File: config.mk
export PLATFORM = sky130hd
export DESIGN_NAME = timer_ssd_top
export DESIGN_NICKNAME = d
export VERILOG_FILES = /design/src/source/timer_ssd_pkg.sv /design/src/source/time_counter.sv /design/src/source/frame_buffer.sv /design/src/source/sck_divider.sv /design/src/source/ssd_spi_master.sv /design/src/source/timer_ssd_top.sv
export SDC_FILE = /design/constraint.sdc
export NUM_CORES = 1
export LEC_CHECK = 0
export BUFFER_PORTS_ARGS = -buffer_cell sky130_fd_sc_hd__buf_2
export CAP_MARGIN = 20
export CORE_ASPECT_RATIO = 1.25
export CORE_MARGIN = 2
export CORE_UTILIZATION = 31
export DETAILED_ROUTE_END_ITERATION = 16
export PLACE_DENSITY_LB_ADDON = 0.12
export SYNTH_ARGS = -nofsm -noshare
export SYNTH_HDL_FRONTEND = slang
export SYNTH_SLANG_ARGS = --single-unit
File: constraint.sdc
create_clock -name clk -period 4.5 [get_ports clk]
set_input_delay 0.225 -clock clk [delete_from_list [all_inputs] [get_ports clk]]
set_output_delay 0.225 -clock clk [all_outputs]
set_load 0.05 [all_outputs]
File: src/source/timer_ssd_pkg.sv
package timer_ssd_pkg;

    // Frame buffer and credit loop
    localparam int BUF_DEPTH = 4;
    localparam int CREDIT_W = 3;                        // Holds 0 to BUF_DEPTH
    localparam int BUF_PTR_W = $clog2(BUF_DEPTH);

    // SPI timing
    localparam int SCK_HALF = 4;                        // System clocks per sck half period
    localparam int SCK_CNT_W = $clog2(2 * SCK_HALF);
    localparam int GAP_HALVES = 16;                     // Idle fall enables after each byte
    localparam int SPI_CNT_W = $clog2(GAP_HALVES + 1);

    // Display commands
    localparam logic [7:0] CMD_RESET = 8'h76;
    localparam logic [7:0] CMD_CLEAR = 8'h77;
    localparam logic [7:0] CMD_CLEAR_ARG = 8'h10;
    localparam logic [7:0] CMD_DIG2 = 8'h7C;            // Minutes position
    localparam logic [7:0] CMD_DIG3 = 8'h7D;
    localparam logic [7:0] CMD_DIG4 = 8'h7E;

    typedef struct packed {
        logic [2:0] min;
        logic [2:0] sec_ten;                            // 0 to 5
        logic [3:0] sec_one;                            // 0 to 9
    } time_frame_t;

    // Segment a in bit 0, g in bit 6, no decimal point
    localparam logic [15:0][7:0] seg_table = {
        8'h00,                                          // 15
        8'h00,
        8'h00,
        8'h00,
        8'h00,
        8'h00,                                          // 10
        8'h6F,
        8'h7F,
        8'h07,
        8'h7D,
        8'h6D,
        8'h66,
        8'h4F,
        8'h5B,
        8'h06,
        8'h3F                                           // 0
    };

endpackage

File: src/source/time_counter.sv
`timescale 1ns/1ps

module time_counter (
    input  logic                       clk,
    input  logic                       nrst,
    input  logic                       tick,
    input  logic                       enable,
    input  logic                       clear,
    input  logic                       credit_return,
    output logic                       push,
    output timer_ssd_pkg::time_frame_t push_frame
);
    import timer_ssd_pkg::*;

    time_frame_t         count;
    time_frame_t         nxt_count;
    logic                advance;
    logic                pending;
    logic                want_push;
    logic [CREDIT_W-1:0] credits;

    assign advance = tick && enable;

    // Decimal carry chain for m:ss
    always_comb begin
        nxt_count = count;
        if (clear) begin
            nxt_count = '0;
        end else if (advance) begin
            if (count.sec_one == 4'd9) begin
                nxt_count.sec_one = 4'd0;
                if (count.sec_ten == 3'd5) begin
                    nxt_count.sec_ten = 3'd0;
                    nxt_count.min = count.min + 3'd1;   // 7:59 wraps to 0:00
                end else begin
                    nxt_count.sec_ten = count.sec_ten + 3'd1;
                end
            end else begin
                nxt_count.sec_one = count.sec_one + 4'd1;
            end
        end
    end

    // A new count can go out in the same cycle it is made
    assign want_push = pending || advance || clear;
    assign push = want_push && (credits != '0);
    assign push_frame = nxt_count;

    always_ff @(posedge clk or negedge nrst) begin
        if (!nrst) begin
            count <= '0;
            pending <= 1'b0;
            credits <= CREDIT_W'(BUF_DEPTH);
        end else begin
            count <= nxt_count;
            pending <= want_push && !push;              // Newest count stays pending
            case ({push, credit_return})
                2'b10: begin
                    credits <= credits - 1'b1;
                end
                2'b01: begin
                    credits <= credits + 1'b1;
                end
                default: begin
                    credits <= credits;
                end
            endcase
        end
    end

endmodule

File: src/source/frame_buffer.sv
`timescale 1ns/1ps

module frame_buffer #(
    parameter type payload_t = logic [9:0]
) (
    input  logic     clk,
    input  logic     nrst,
    input  logic     push,
    input  payload_t push_data,
    input  logic     pop,
    output logic     avail,
    output payload_t head,
    output logic     credit_return
);
    import timer_ssd_pkg::*;

    payload_t             mem [BUF_DEPTH];
    logic [BUF_PTR_W-1:0] wr_ptr;
    logic [BUF_PTR_W-1:0] rd_ptr;
    logic [CREDIT_W-1:0]  fill;
    logic                 do_pop;

    assign avail = (fill != '0);
    assign head = mem[rd_ptr];
    assign do_pop = pop && avail;
    assign credit_return = do_pop;                      // One credit per entry freed

    // Producer holds credits, so no full check here
    always_ff @(posedge clk) begin
        if (push) begin
            mem[wr_ptr] <= push_data;
        end
    end

    always_ff @(posedge clk or negedge nrst) begin
        if (!nrst) begin
            wr_ptr <= '0;
            rd_ptr <= '0;
            fill <= '0;
        end else begin
            if (push) begin
                if (wr_ptr == BUF_PTR_W'(BUF_DEPTH - 1)) begin
                    wr_ptr <= '0;
                end else begin
                    wr_ptr <= wr_ptr + 1'b1;
                end
            end
            if (do_pop) begin
                if (rd_ptr == BUF_PTR_W'(BUF_DEPTH - 1)) begin
                    rd_ptr <= '0;
                end else begin
                    rd_ptr <= rd_ptr + 1'b1;
                end
            end
            if (push && !do_pop) begin
                fill <= fill + 1'b1;
            end else if (!push && do_pop) begin
                fill <= fill - 1'b1;
            end
        end
    end

endmodule

File: src/source/sck_divider.sv
`timescale 1ns/1ps

module sck_divider (
    input  logic clk,
    input  logic nrst,
    input  logic sck_clear,
    output logic sck_rise,
    output logic sck_fall
);
    import timer_ssd_pkg::*;

    logic [SCK_CNT_W-1:0] phase_cnt;

    // Fall phase first, rise phase SCK_HALF clocks later
    assign sck_fall = !sck_clear && (phase_cnt == '0);
    assign sck_rise = !sck_clear && (phase_cnt == SCK_CNT_W'(SCK_HALF));

    always_ff @(posedge clk or negedge nrst) begin
        if (!nrst) begin
            phase_cnt <= '0;
        end else if (sck_clear) begin
            phase_cnt <= '0;                            // Parked at start of fall phase
        end else if (phase_cnt == SCK_CNT_W'(2 * SCK_HALF - 1)) begin
            phase_cnt <= '0;
        end else begin
            phase_cnt <= phase_cnt + 1'b1;
        end
    end

endmodule

File: src/source/ssd_spi_master.sv
`timescale 1ns/1ps

module ssd_spi_master (
    input  logic                       clk,
    input  logic                       nrst,
    input  logic                       clear,
    input  logic                       avail,
    input  timer_ssd_pkg::time_frame_t head,
    input  logic                       sck_rise,
    input  logic                       sck_fall,
    output logic                       pop,
    output logic                       sck_clear,
    output logic                       ss,
    output logic                       sck,
    output logic                       sdi
);
    import timer_ssd_pkg::*;

    typedef enum logic [1:0] {
        IDLE,
        LOAD,
        SEND,
        WAIT
    } state_t;

    state_t               state;
    logic                 init_owed;
    logic                 flush;
    logic                 drop_frame;
    logic                 gap_ss;
    logic [3:0]           byte_idx;
    logic [SPI_CNT_W-1:0] cnt;
    logic [47:0]          frame_word;
    logic [71:0]          shift_word;

    assign frame_word = {
        CMD_DIG2, seg_table[{1'b0, head.min}],
        CMD_DIG3, seg_table[{1'b0, head.sec_ten}],
        CMD_DIG4, seg_table[head.sec_one]
    };

    // Frames queued before a clear are discarded up to the fresh 0:00
    assign drop_frame = flush && (head != '0);

    // Bytes 0..2 are init, 3..8 the frame; odd bytes and byte 0 keep ss low
    assign gap_ss = (byte_idx != 4'd0) && !byte_idx[0];

    assign pop = (state == LOAD) && avail && !clear;
    assign sck_clear = clear || (state == IDLE) || (state == LOAD);

    always_ff @(posedge clk) begin
        if (state == LOAD) begin
            if (init_owed) begin
                shift_word <= {CMD_RESET, CMD_CLEAR, CMD_CLEAR_ARG, frame_word};
            end else begin
                shift_word <= {frame_word, 24'd0};
            end
        end else if (state == SEND && sck_fall && cnt != SPI_CNT_W'(8)) begin
            shift_word <= {shift_word[70:0], 1'b0};
        end
    end

    always_ff @(posedge clk or negedge nrst) begin
        if (!nrst) begin
            state <= IDLE;
            init_owed <= 1'b1;
            flush <= 1'b0;
            byte_idx <= '0;
            cnt <= '0;
            ss <= 1'b1;
            sck <= 1'b0;
            sdi <= 1'b0;
        end else if (clear) begin
            state <= IDLE;                              // Abort, resend init next time
            init_owed <= 1'b1;
            flush <= 1'b1;
            byte_idx <= '0;
            cnt <= '0;
            ss <= 1'b1;
            sck <= 1'b0;
            sdi <= 1'b0;
        end else begin
            case (state)
                IDLE: begin
                    if (avail) begin
                        state <= LOAD;
                    end else begin
                        flush <= 1'b0;
                    end
                end
                LOAD: begin
                    if (drop_frame) begin
                        state <= IDLE;
                    end else begin
                        flush <= 1'b0;
                        init_owed <= 1'b0;
                        byte_idx <= init_owed ? 4'd0 : 4'd3;
                        cnt <= '0;
                        state <= SEND;
                    end
                end
                SEND: begin
                    ss <= 1'b0;
                    if (sck_fall) begin
                        sck <= 1'b0;
                        if (cnt == SPI_CNT_W'(8)) begin
                            cnt <= '0;
                            sdi <= 1'b0;
                            state <= WAIT;
                        end else begin
                            cnt <= cnt + 1'b1;
                            sdi <= shift_word[71];      // MSB first
                        end
                    end else if (sck_rise && cnt != '0) begin
                        sck <= 1'b1;
                    end
                end
                WAIT: begin
                    ss <= gap_ss;
                    if (sck_fall) begin
                        if (cnt == SPI_CNT_W'(GAP_HALVES - 1)) begin
                            cnt <= '0;
                            if (byte_idx == 4'd8) begin
                                state <= IDLE;
                            end else begin
                                byte_idx <= byte_idx + 1'b1;
                                state <= SEND;
                            end
                        end else begin
                            cnt <= cnt + 1'b1;
                        end
                    end
                end
                default: begin
                    state <= IDLE;
                end
            endcase
        end
    end

endmodule

File: src/source/timer_ssd_top.sv
`timescale 1ns/1ps

module timer_ssd_top (
    input  logic clk,
    input  logic nrst,
    input  logic tick,
    input  logic enable,
    input  logic clear,
    output logic ss,
    output logic sck,
    output logic sdi
);
    import timer_ssd_pkg::*;

    time_frame_t push_frame;
    time_frame_t head;
    logic        push;
    logic        pop;
    logic        avail;
    logic        credit_return;
    logic        sck_clear;
    logic        sck_rise;
    logic        sck_fall;

    time_counter u_counter (
        .clk           (clk),
        .nrst          (nrst),
        .tick          (tick),
        .enable        (enable),
        .clear         (clear),
        .credit_return (credit_return),
        .push          (push),
        .push_frame    (push_frame)
    );

    frame_buffer #(
        .payload_t (time_frame_t)
    ) u_buffer (
        .clk           (clk),
        .nrst          (nrst),
        .push          (push),
        .push_data     (push_frame),
        .pop           (pop),
        .avail         (avail),
        .head          (head),
        .credit_return (credit_return)
    );

    sck_divider u_divider (
        .clk       (clk),
        .nrst      (nrst),
        .sck_clear (sck_clear),
        .sck_rise  (sck_rise),
        .sck_fall  (sck_fall)
    );

    ssd_spi_master u_master (
        .clk       (clk),
        .nrst      (nrst),
        .clear     (clear),
        .avail     (avail),
        .head      (head),
        .sck_rise  (sck_rise),
        .sck_fall  (sck_fall),
        .pop       (pop),
        .sck_clear (sck_clear),
        .ss        (ss),
        .sck       (sck),
        .sdi       (sdi)
    );

endmodule

# After elaboration in Yosys (flattened, before gate mapping)
# Memory sizes are Yosys's and may differ from the RTL's.
# Cells that the tools add are included.
[totals] regBits=112 mem_bits_rw=40 romBits=256 inputBits=5 out_inout_bits=3 n_memories=4
[op_classes] add_sub_neg=12 n_lt_le_gt_ge=3 eq_ne=24 muxes=60 reduce_logical=49
[mem_list] memory="(name not given)" words=16 word_bits=8 read_ports=1 rd_clocked_by_memory_dff=0 write_ports=0 line_no="ssd_spi_master.sv:39" text="CMD_DIG4, seg_table[head.sec_one]"
[mem_list] memory="(name not given)" words=8 word_bits=8 read_ports=1 rd_clocked_by_memory_dff=0 write_ports=0 line_no="ssd_spi_master.sv:38" text="CMD_DIG3, seg_table[{1'b0, head.sec_ten}],"
[mem_list] memory="(name not given)" words=8 word_bits=8 read_ports=1 rd_clocked_by_memory_dff=0 write_ports=0 line_no="ssd_spi_master.sv:37" text="CMD_DIG2, seg_table[{1'b0, head.min}],"
[mem_list] memory="u_buffer.mem" words=4 word_bits=10 read_ports=1 rd_clocked_by_memory_dff=0 write_ports=1 line_no="frame_buffer.sv:17" text="payload_t mem [BUF_DEPTH];"
[ops] operator="72-bit two-way mux" count=2
[ops] operator="68-bit two-way mux" count=1
[ops] operator="5-bit two-way mux" count=6
[ops] operator="4-bit two-way mux" count=6
[ops] operator="8-bit two-way mux" count=3
[ops] operator="2-bit two-way mux" count=11
[ops] operator="10-bit two-way mux" count=2
[ops] operator="3-bit two-way mux" count=6
[ops] operator="3-bit nonzero test" count=6
[ops] operator="1-bit two-way mux" count=16
[ops] operator="3-bit by 1-bit adder with 3-bit output (second input constant)" count=5
[ops] operator="1-bit logical AND" count=15
[ops] operator="3-bit != test (second input constant)" count=5
[ops] operator="5-bit one-hot mux with 3 select lines" count=1
[ops] operator="2-bit nonzero test" count=6
[ops] operator="2-bit == test (second input constant)" count=5
[ops] operator="5-bit by 4-bit == test with 1-bit output (second input constant)" count=2
[ops] operator="3-bit by 5-bit less-than comparator with 1-bit output (second input constant)" count=2
[ops] operator="5-bit AND reduction" count=2
[ops] operator="10-bit nonzero test" count=1
[ops] operator="3-bit == test (second input constant)" count=3
[ops] operator="3-bit by 2-bit != test with 1-bit output (second input constant)" count=3
[ops] operator="4-bit by 1-bit adder with 4-bit output (second input constant)" count=2
[ops] operator="4-bit == test (second input constant)" count=2
[ops] operator="other kinds (21)" count=35

# Longest topological paths before layout
# Gate-level depths: netlist of run 1.
[depth] depth_word=10 ltp_mapped=12

# Cells and area by module
# A second synthesis of run 1 with hierarchy kept.
[unflattened] hier_cells=558 area_unflattened_um2=7118.1
[by_module_without_submodules] mod="ssd_spi_master" n_inst=1 cells_per_inst=385 area_each_um2=4327.9 seq_area_each_um2=2565.0
[by_module_without_submodules] mod="frame_buffer" n_inst=1 cells_per_inst=89 area_each_um2=1871.8 seq_area_each_um2=1376.3
[by_module_without_submodules] mod="time_counter" n_inst=1 cells_per_inst=71 area_each_um2=763.2 seq_area_each_um2=351.6
[by_module_without_submodules] mod="sck_divider" n_inst=1 cells_per_inst=13 area_each_um2=155.1 seq_area_each_um2=75.1

# Least setup slack after synthesis of run 1
# OpenSTA, ideal clock, no wires.
[synth_path] path_kind="reg2reg" from="register u_master.state[1]" to="register u_master.shift_word[0] (enable)" setup_ns=0.741 arrival_time_ns=2.789 required_time_ns=3.759 slack_ns=0.970 path_stages_with_launch=8 n_path_buf=3 period_less_slack_ns=3.530 path_cell_list="dfrtp_1 -> inv_1 -> ha_1 -> clkbuf_1 -> inv_1 -> clkbuf_1 -> buf_1 -> nand2_1"
[synth_via] elab_chain_cells=8
[synth_rtl] item="from (decl)" line_no="ssd_spi_master.sv:26" text="state_t state;"
[synth_rtl] item="from (signal assigned)" line_no="ssd_spi_master.sv:65" text="state <= IDLE;"
[synth_rtl] item="from (signal assigned)" line_no="ssd_spi_master.sv:74" text="state <= IDLE;"
[synth_rtl] item="from (signal assigned)" line_no="ssd_spi_master.sv:86" text="state <= LOAD;"
[synth_rtl] item="2-bit zero test" line_no="ssd_spi_master.sv:49" text="assign sck_clear = clear || (state == IDLE) || (state == LOAD);"
[synth_rtl] item="1-bit logical OR (2 in series)" line_no="ssd_spi_master.sv:49"
[synth_rtl] item="1-bit zero test" line_no="sck_divider.sv:15" text="assign sck_fall = !sck_clear && (phase_cnt == '0);"
[synth_rtl] item="1-bit logical AND" line_no="sck_divider.sv:15"
[synth_rtl] item="1-bit logical AND (2 in series)" line_no="ssd_spi_master.sv:58" text="end else if (state == SEND && sck_fall && cnt != SPI_CNT_W'(8)) begin"
[synth_rtl] item="2-bit nonzero test (no source line) (*)"
[synth_rtl] item="to (signal assigned)" line_no="ssd_spi_master.sv:54" text="shift_word <= {CMD_RESET, CMD_CLEAR, CMD_CLEAR_ARG, frame_word};"
[synth_rtl] item="to (signal assigned)" line_no="ssd_spi_master.sv:56" text="shift_word <= {frame_word, 24'd0};"
[synth_rtl] item="to (signal assigned)" line_no="ssd_spi_master.sv:59" text="shift_word <= {shift_word[70:0], 1'b0};"
[synth_rtl] item="to (decl)" line_no="ssd_spi_master.sv:34" text="logic [71:0] shift_word;"
# Every way passes the cells marked *; elsewhere a longest branch is shown, timed or not.
# A chain may end at the register's enable or synchronous reset.

# Worst setup path after layout of run 1
[layout_path] from="register u_buffer.rd_ptr[1]" to="register u_master.cnt[3]"
[layout_via] elab_chain_cells=5
[layout_rtl] item="from (decl)" line_no="frame_buffer.sv:19" text="logic [BUF_PTR_W-1:0] rd_ptr;"
[layout_rtl] item="from (signal assigned)" line_no="frame_buffer.sv:52" text="rd_ptr <= rd_ptr + 1'b1;"
[layout_rtl] item="memory read 4 x 10 bit"
[layout_rtl] item="10-bit nonzero test" line_no="ssd_spi_master.sv:43" text="assign drop_frame = flush && (head != '0);"
[layout_rtl] item="1-bit logical AND" line_no="ssd_spi_master.sv:43"
[layout_rtl] item="3-bit != test (no source line)"
[layout_rtl] item="4-bit AND reduction (no source line)"
[layout_rtl] item="to (signal assigned)" line_no="ssd_spi_master.sv:111" text="cnt <= cnt + 1'b1;"
[layout_rtl] item="to (signal assigned)" line_no="ssd_spi_master.sv:130" text="cnt <= cnt + 1'b1;"
[layout_rtl] item="to (decl)" line_no="ssd_spi_master.sv:32" text="logic [SPI_CNT_W-1:0] cnt;"
# Every way passes these cells.

==> reports/qor.yml, run 1 <==
route:
  drt-wirelength-per-cell_um: 17.4
  wirelength_um: 14800
  drt_first_pass_iters: 4
  ant_nets: 0
  drt_first_iter_violations: 219
  drc: 0
  avgViaCountPerCell: 5.07
  vias: 4308
timing:
  rsz0062_at_grt: "false"
  finalHoldViolations: 0
  setup_viol_count_final: 0
  worst_pin_slew_ns: 0.994
  skew_ns: 0.00960
  hold_slack_ns: 0.289
  fmax_ghz: 0.331
  min_period_ns: 3.02
  finalCritPeriodShare_pct: 67.1
  max-slew-margin-rel_pct: 33.8
  drv_slew: 0
  totalNegativeSetupSlack_ns: 0
die:
  die-width_um: 140
  die_h_um: 174
  core_area_mm2: 0.0229
  io_pins: 8
  row_count: 62
  start_util_pct: 31.4
  die_area_mm2: 0.0244
critical_path:
  cp-end-kind: "flip-flop"
  crit_arrival_ns: 3.33
  worstPathRequired_ns: 4.81
  start_kind: "flip-flop"
  critPathMaxFanout: 13
  critPathKind: "reg2reg"
layout:
  fillers: 2173
  post-route-util_pct: 35.6
  diodes: 0
  design_area_mm2: 0.00814
  fin_nets: 590
  mostFrequentLayoutCells: "112 x edfxtp_1, 37 x dfrtp_1, 34 x ha_1"
  drive_gt1_share_pct: 13.4
  layout_commonest_cell: "edfxtp_1"
  area_growth_syn_to_layout_pct: 13.3
placement:
  portBuffers: 7
  dpl_cell_area_mm2: 0.00753
  dp_hpwl_um: 9730
  gp_congestion: 0.739
cts:
  clk_pin_slew_worst_paths_ns: 0.06
  cts_tree: "done"
  ctsHoldBuffers: 1
  root_buffer: "clkbuf_16"
  cts-resized-gates: 0
  clock_latency_ns: 0.42
  clk_path_buf_depth: 2
  clkSinkCount: 152
  htree_num_levels: 4
  cts_inserted_buffers: 17
  cts_setup_buffers: 0
grt:
  grt_pass1_wl_um: 23800
  grt.overflow.total: 0
  grt_usage_pct: 12.6
  grt_max_degree: 52
  grt_pass1_vias: 4436
  grt_antenna_before_repair: 0
synth:
  syn_area_per_cell_um2: 13.3
  synth_edf_count: 112
  synth.area.mux_share_pct: 4.98
  synth_area_mm2: 0.00718
  synth_area_leaders: "edfxtp_1 47%, dfrtp_1 13%, ha_1 6.1%"
  async_reset_ff_share_pct: 26.3
  synthXorXnorAreaFrac_pct: 1.46
  yosysTopAreaCell: "edfxtp_1"
  synth-seq-cells: 152
  synth_compound_area_share_pct: 12.4
  ys_warn_count: 0
  yosysTopAreaCellShare_pct: 46.8
  yosys.area_share.simple_pct: 10.5
  syn_nets: 583
  yosys_most_used_dff: "edfxtp_1"
  ys_seq_area_share_pct: 60.8
  synth_fa_ha_area_share_pct: 6.66
  ys_types: 59
  netlist_instances: 541
  synth_top_family_by_area: "compound AO/OA/AOI/OAI gates"
pwr:
  leakage_uw: 0.00306
  power_density_mw_per_mm2: 691
  vdd_ir_drop_max_mv: 0.256
  fin_total_pwr_uw: 5620
worst_hold_path:
  hp-class: "in2reg"
run_status:
  outcome: "completed"
run:
  cap_violations: 0
power by group:
group / internal [uW] / switching (uW) / total (uW)
clock network: 881 / 591 / 1470
logic: 722 / 1120 / 1840
registers: 2120 / 186 / 2310
registers in the layout (all words and copies together), names as in the netlist, 2 cells and up:
name,cells
u_buffer.fill,3
u_buffer.mem,40
u_buffer.rd_ptr,2
u_buffer.wr_ptr,2
u_counter.count,10
u_counter.credits,3
u_divider.phase_cnt,3
u_master.byte_idx,4
u_master.cnt,5
u_master.shift_word,72
u_master.state,2
final cells by class:
cell class / count / area [um^2] / share of cell area [%]
Clock buffer: 19 / 433 / 5.32
Tap cell: 288 / 360 / 4.43
Timing Repair Buffer: 14 / 93.8 / 1.15
Inverter: 32 / 120 / 1.48
Clock inverter: 13 / 169 / 2.08
Sequential cell: 152 / 4370 / 53.7
Multi-Input combinational cell: 331 / 2590 / 31.9
per-stage QoR:
step	worst slack, ns	std cells
after floorplan	0.970	541
after global placement	1.61	815
after detailed placement	1.46	816
after CTS	1.46	849
after global routing	1.32	849
final	1.48	849
critical path, stage by stage (launching register included):
cell,delay (ns)
dfrtp_1,0.66
mux4_2,0.46
inv_1,0.15
ha_1,0.21
nand2b_1,0.08
o22a_1,0.27
o41a_4,0.49
a211o_1,0.33
o32ai_1,0.25
cell families (layout without fill, tap and decap cells):
group	count (synthesis)	after routing
flip-flops	152	152
multiplexers	23	23
adder cells (fa/ha/maj)	37	37
XOR/XNOR	12	12
AND/OR/NAND/NOR	137	137
buffers and inverters	58	78
AO/OA/AOI/OAI	122	122
Yosys cell counts, types with 2 or more instances:
cell type / number
o32ai_1: 2
edfxtp_1: 112
dfrtp_1: 37
nand2_1: 20
ha_1: 35
inv_1: 32
a31oi_1: 3
a21o_1: 14
dfstp_2: 3
clkbuf_1: 20
xnor2_1: 3
nor3_1: 7
nand3_1: 9
fa_1: 2
or2_2: 7
xor2_1: 9
o211ai_1: 6
o21ai_0: 20
nor2_1: 30
nor4_1: 2
a22o_1: 5
mux2_2: 8
buf_1: 5
nor4b_1: 4
and4b_1: 2
mux2i_1: 5
or3_1: 2
nor3b_1: 4
o2bb2ai_1: 12
and2_1: 6
nor2b_1: 24
o21bai_1: 3
mux4_2: 8
o22a_1: 17
a221o_1: 2
a221oi_1: 2
nand2b_1: 8
a21oi_1: 25
nand4_1: 5
a211oi_1: 2
routing by layer:
metal / global-route usage, % / wire length (um)
met4: 5.35 / 281
met1: 15.8 / 6850
met2: 21.3 / 7360
met5: 0 / 0
met3: 2.23 / 268
worst paths after layout:
check | slack (ns) | startpoint | to | depth (start not counted)
hold reg to reg | 0.46 | u_divider.phase_cnt[0]$_DFF_PN0_ | u_divider.phase_cnt[0]$_DFF_PN0_ | 1
hold / removal | 0.29 | enable | u_counter.count[0]$_DFF_PN0_ | 4
max in group asynchronous | 3.38 | nrst | u_master.sdi$_DFFE_PN0P_ | 2
setup reg to reg | 1.48 | u_buffer.rd_ptr[1]$_DFFE_PN0P_ | u_master.cnt[3]$_DFFE_PN0P_ | 8
setup / recovery | 1.48 | u_buffer.rd_ptr[1]$_DFFE_PN0P_ | u_master.cnt[3]$_DFFE_PN0P_ | 8
min in group asynchronous | 0.50 | nrst | u_counter.count[0]$_DFF_PN0_ | 2
Power figures use the tool's default switching activity.
==> inputs of run 2 (changes only) <==
==> constraint.sdc (replaced) <==
create_clock -name clk -period 3 [get_ports clk]
set_input_delay 0.15 -clock clk [delete_from_list [all_inputs] [get_ports clk]]
set_output_delay 0.15 -clock clk [all_outputs]
set_load 0.05 [all_outputs]
==> run 2 against run 1 <==
Non-clock buffer count rose by 10. Critical path depth did not move. Sequential power rose by 49%. Cell count increased by 1.2%. First-iteration DRC count is 17% lower. Power is 52% higher. Cell area rose by 1.6%.
==> reports/qor.yml, run 2 (synthesized netlist as in run 1, its figures left out) <==
die:
  start_util_pct: 31.4  # unchanged
  die_h_um: 174  # unchanged
  io_pins: 8  # unchanged
  core_area_mm2: 0.0229  # unchanged
  row_count: 62  # unchanged
  die-width_um: 140  # unchanged
  die_area_mm2: 0.0244  # unchanged
placement:
  dp_slack_ns: 0.0819  # -1.38 ns
  portBuffers: 7  # unchanged
  dpl_cell_area_mm2: 0.00761  # +1.2%
  dp_hpwl_um: 9740  # +0.10%
  gp_congestion: 0.754  # +2.0%
pwr:
  power_density_mw_per_mm2: 1040  # +50%
  leakage_uw: 0.00313  # +2.3%
  vdd_ir_drop_max_mv: 0.421  # +64%
critical_path:
  rr_worst_depth: 8  # unchanged
  critPathMaxFanout: 6  # -7
  reg2reg_to: "u_master.byte_idx[1]$_DFFE_PN0P_"
  start_kind: "flip-flop"
  critPathKind: "reg2reg"
  startpoint: "u_buffer.rd_ptr[0]$_DFFE_PN0P_"
  worstPathRequired_ns: 3.28  # -1.53 ns
  cp-end-kind: "flip-flop"
  r2r_slack_ns: 0.19  # -1.30 ns
  rr_startpoint: "u_buffer.rd_ptr[0]$_DFFE_PN0P_"
  crit_arrival_ns: 3.10  # -0.23 ns
layout:
  layout_commonest_cell: "edfxtp_1"
  mostFrequentLayoutCells: "112 x edfxtp_1, 36 x dfrtp_1, 34 x ha_1"
  area_growth_syn_to_layout_pct: 15.2
  largest_registers: "u_master.shift_word (72), u_buffer.mem (40), u_counter.count (10)"
  largest_reg_flops: 72  # unchanged
  post-route-util_pct: 36.1  # +0.59 points
  regMostFlops: "u_master.shift_word"
  diodes: 0  # unchanged
  drive_gt1_share_pct: 15.4  # +2.0 points
  design_area_mm2: 0.00827  # +1.6%
  fin_nets: 600  # +1.7%
route:
  wirelength_um: 14600  # -0.92%
  vias: 4300  # -0.19%
  drt_first_pass_iters: 4  # unchanged
  drc: 0  # unchanged
  drt-wirelength-per-cell_um: 17.0  # -2.1%
  ant_nets: 0  # unchanged
  drt_first_iter_violations: 182  # -17%
  avgViaCountPerCell: 5.01  # -1.3%
cts:
  cts_inserted_buffers: 17  # unchanged
  clkSinkCount: 152  # unchanged
  root_buffer: "clkbuf_16"
  htree_num_levels: 4  # unchanged
  cts_tree: "done"
  clk_path_buf_depth: 2  # unchanged
  clk_pin_slew_worst_paths_ns: 0.06  # about the same
  clock_latency_ns: 0.42  # about the same
grt:
  grt_antenna_before_repair: 0  # unchanged
  grt_pass1_wl_um: 23700  # -0.26%
  grt_pass1_vias: 4394  # -0.95%
  grt_usage_pct: 12.4  # -0.15 points
  grt.overflow.total: 0  # unchanged
  grt_max_degree: 52  # unchanged
timing:
  rsz0062_at_grt: "false"
  setup_viol_count_final: 0  # unchanged
  fmax_ghz: 0.355  # +7.2%
  setup_slack_ns: 0.186  # -1.30 ns
  max-slew-margin-rel_pct: 34.1  # +0.30 points
  finalHoldViolations: 0  # unchanged
  drv_slew: 0  # unchanged
  min_period_ns: 2.81  # -0.203 ns
  totalNegativeSetupSlack_ns: 0  # unchanged
  worst_pin_slew_ns: 0.989  # -0.00452 ns
  skew_ns: 0.0116  # +0.00196 ns
  finalCritPeriodShare_pct: 93.8  # +27 points
run:
  cap_violations: 0  # unchanged
run_status:
  outcome: "completed"
worst_hold_path:
  hp-class: "in2reg"
  min_path_cells: 2  # -2
  hold_end: "u_master.cnt[4]$_DFFE_PN0P_"
  hp-start: "clear"
run 2: report_power, final:
part / switching [uW] / internal, uW / total (uW)
clock: 852 / 1420 / 2270
combinational: 1690 / 1160 / 2850
sequential: 253 / 3190 / 3440
total: 2800 / 5760 / 8560
run 2: cell type report:
class | count | area (um^2)
inverters | 32 | 120
clock inverters | 11 | 171
multi-input cells | 331 | 2600
fillers | 2211 | 14600
repair buffers | 24 | 198
flip-flops and latches | 152 | 4370
well taps | 288 | 360
clock buffers | 21 | 450
run 2: worst max path at each step:
stage / endpoint / cells after the start
2_1_floorplan: u_master.byte_idx[1]$_DFFE_PN0P_ / 10
3_3_place_gp: u_master.byte_idx[3]$_DFFE_PN0P_ / 8
3_5_place_dp: u_master.byte_idx[3]$_DFFE_PN0P_ / 8
4_1_cts: u_master.byte_idx[1]$_DFFE_PN0P_ / 8
5_1_grt: u_master.cnt[3]$_DFFE_PN0P_ / 8
6_report: u_master.byte_idx[1]$_DFFE_PN0P_ / 8
run 2: critical path: stages, from the launching register on:
cell      delay (ns)
dfrtp_2         0.41
mux4_2          0.57
inv_1           0.14
ha_1            0.20
nand2b_1        0.08
o22a_2          0.27
o41a_4          0.47
a21boi_1        0.17
mux2_1          0.36
run 2: routing by layer:
metal	track usage, %	part of all wire, %
met5	0	0
met4	3.54	0.97
met3	2.98	1.9
met2	20.7	49
met1	16.2	48
run 2: repair_timing:
| action | CTS | global route |
|---|---|---|
| buffers inserted | 0 | 1 |
| setup endpoints to repair | 0 | 6 |
| endpoints found under the hold margin | 37 | 0 |
| gates resized for setup | 0 | 5 |
| hold buffers | 1 | 0 |
run 2: stage by stage:
step / hold slack, ns / cells / total power, uW
final: 0.0948 / 859 / 8560
after global routing: 0.122 / 859 / 9130
after CTS: 0.0879 / 858 / 8660
after detailed placement: 0.355 / 825 / 6340
after global placement: 0.345 / 825 / 6270
after floorplan: -0.146 / 541 / 5510
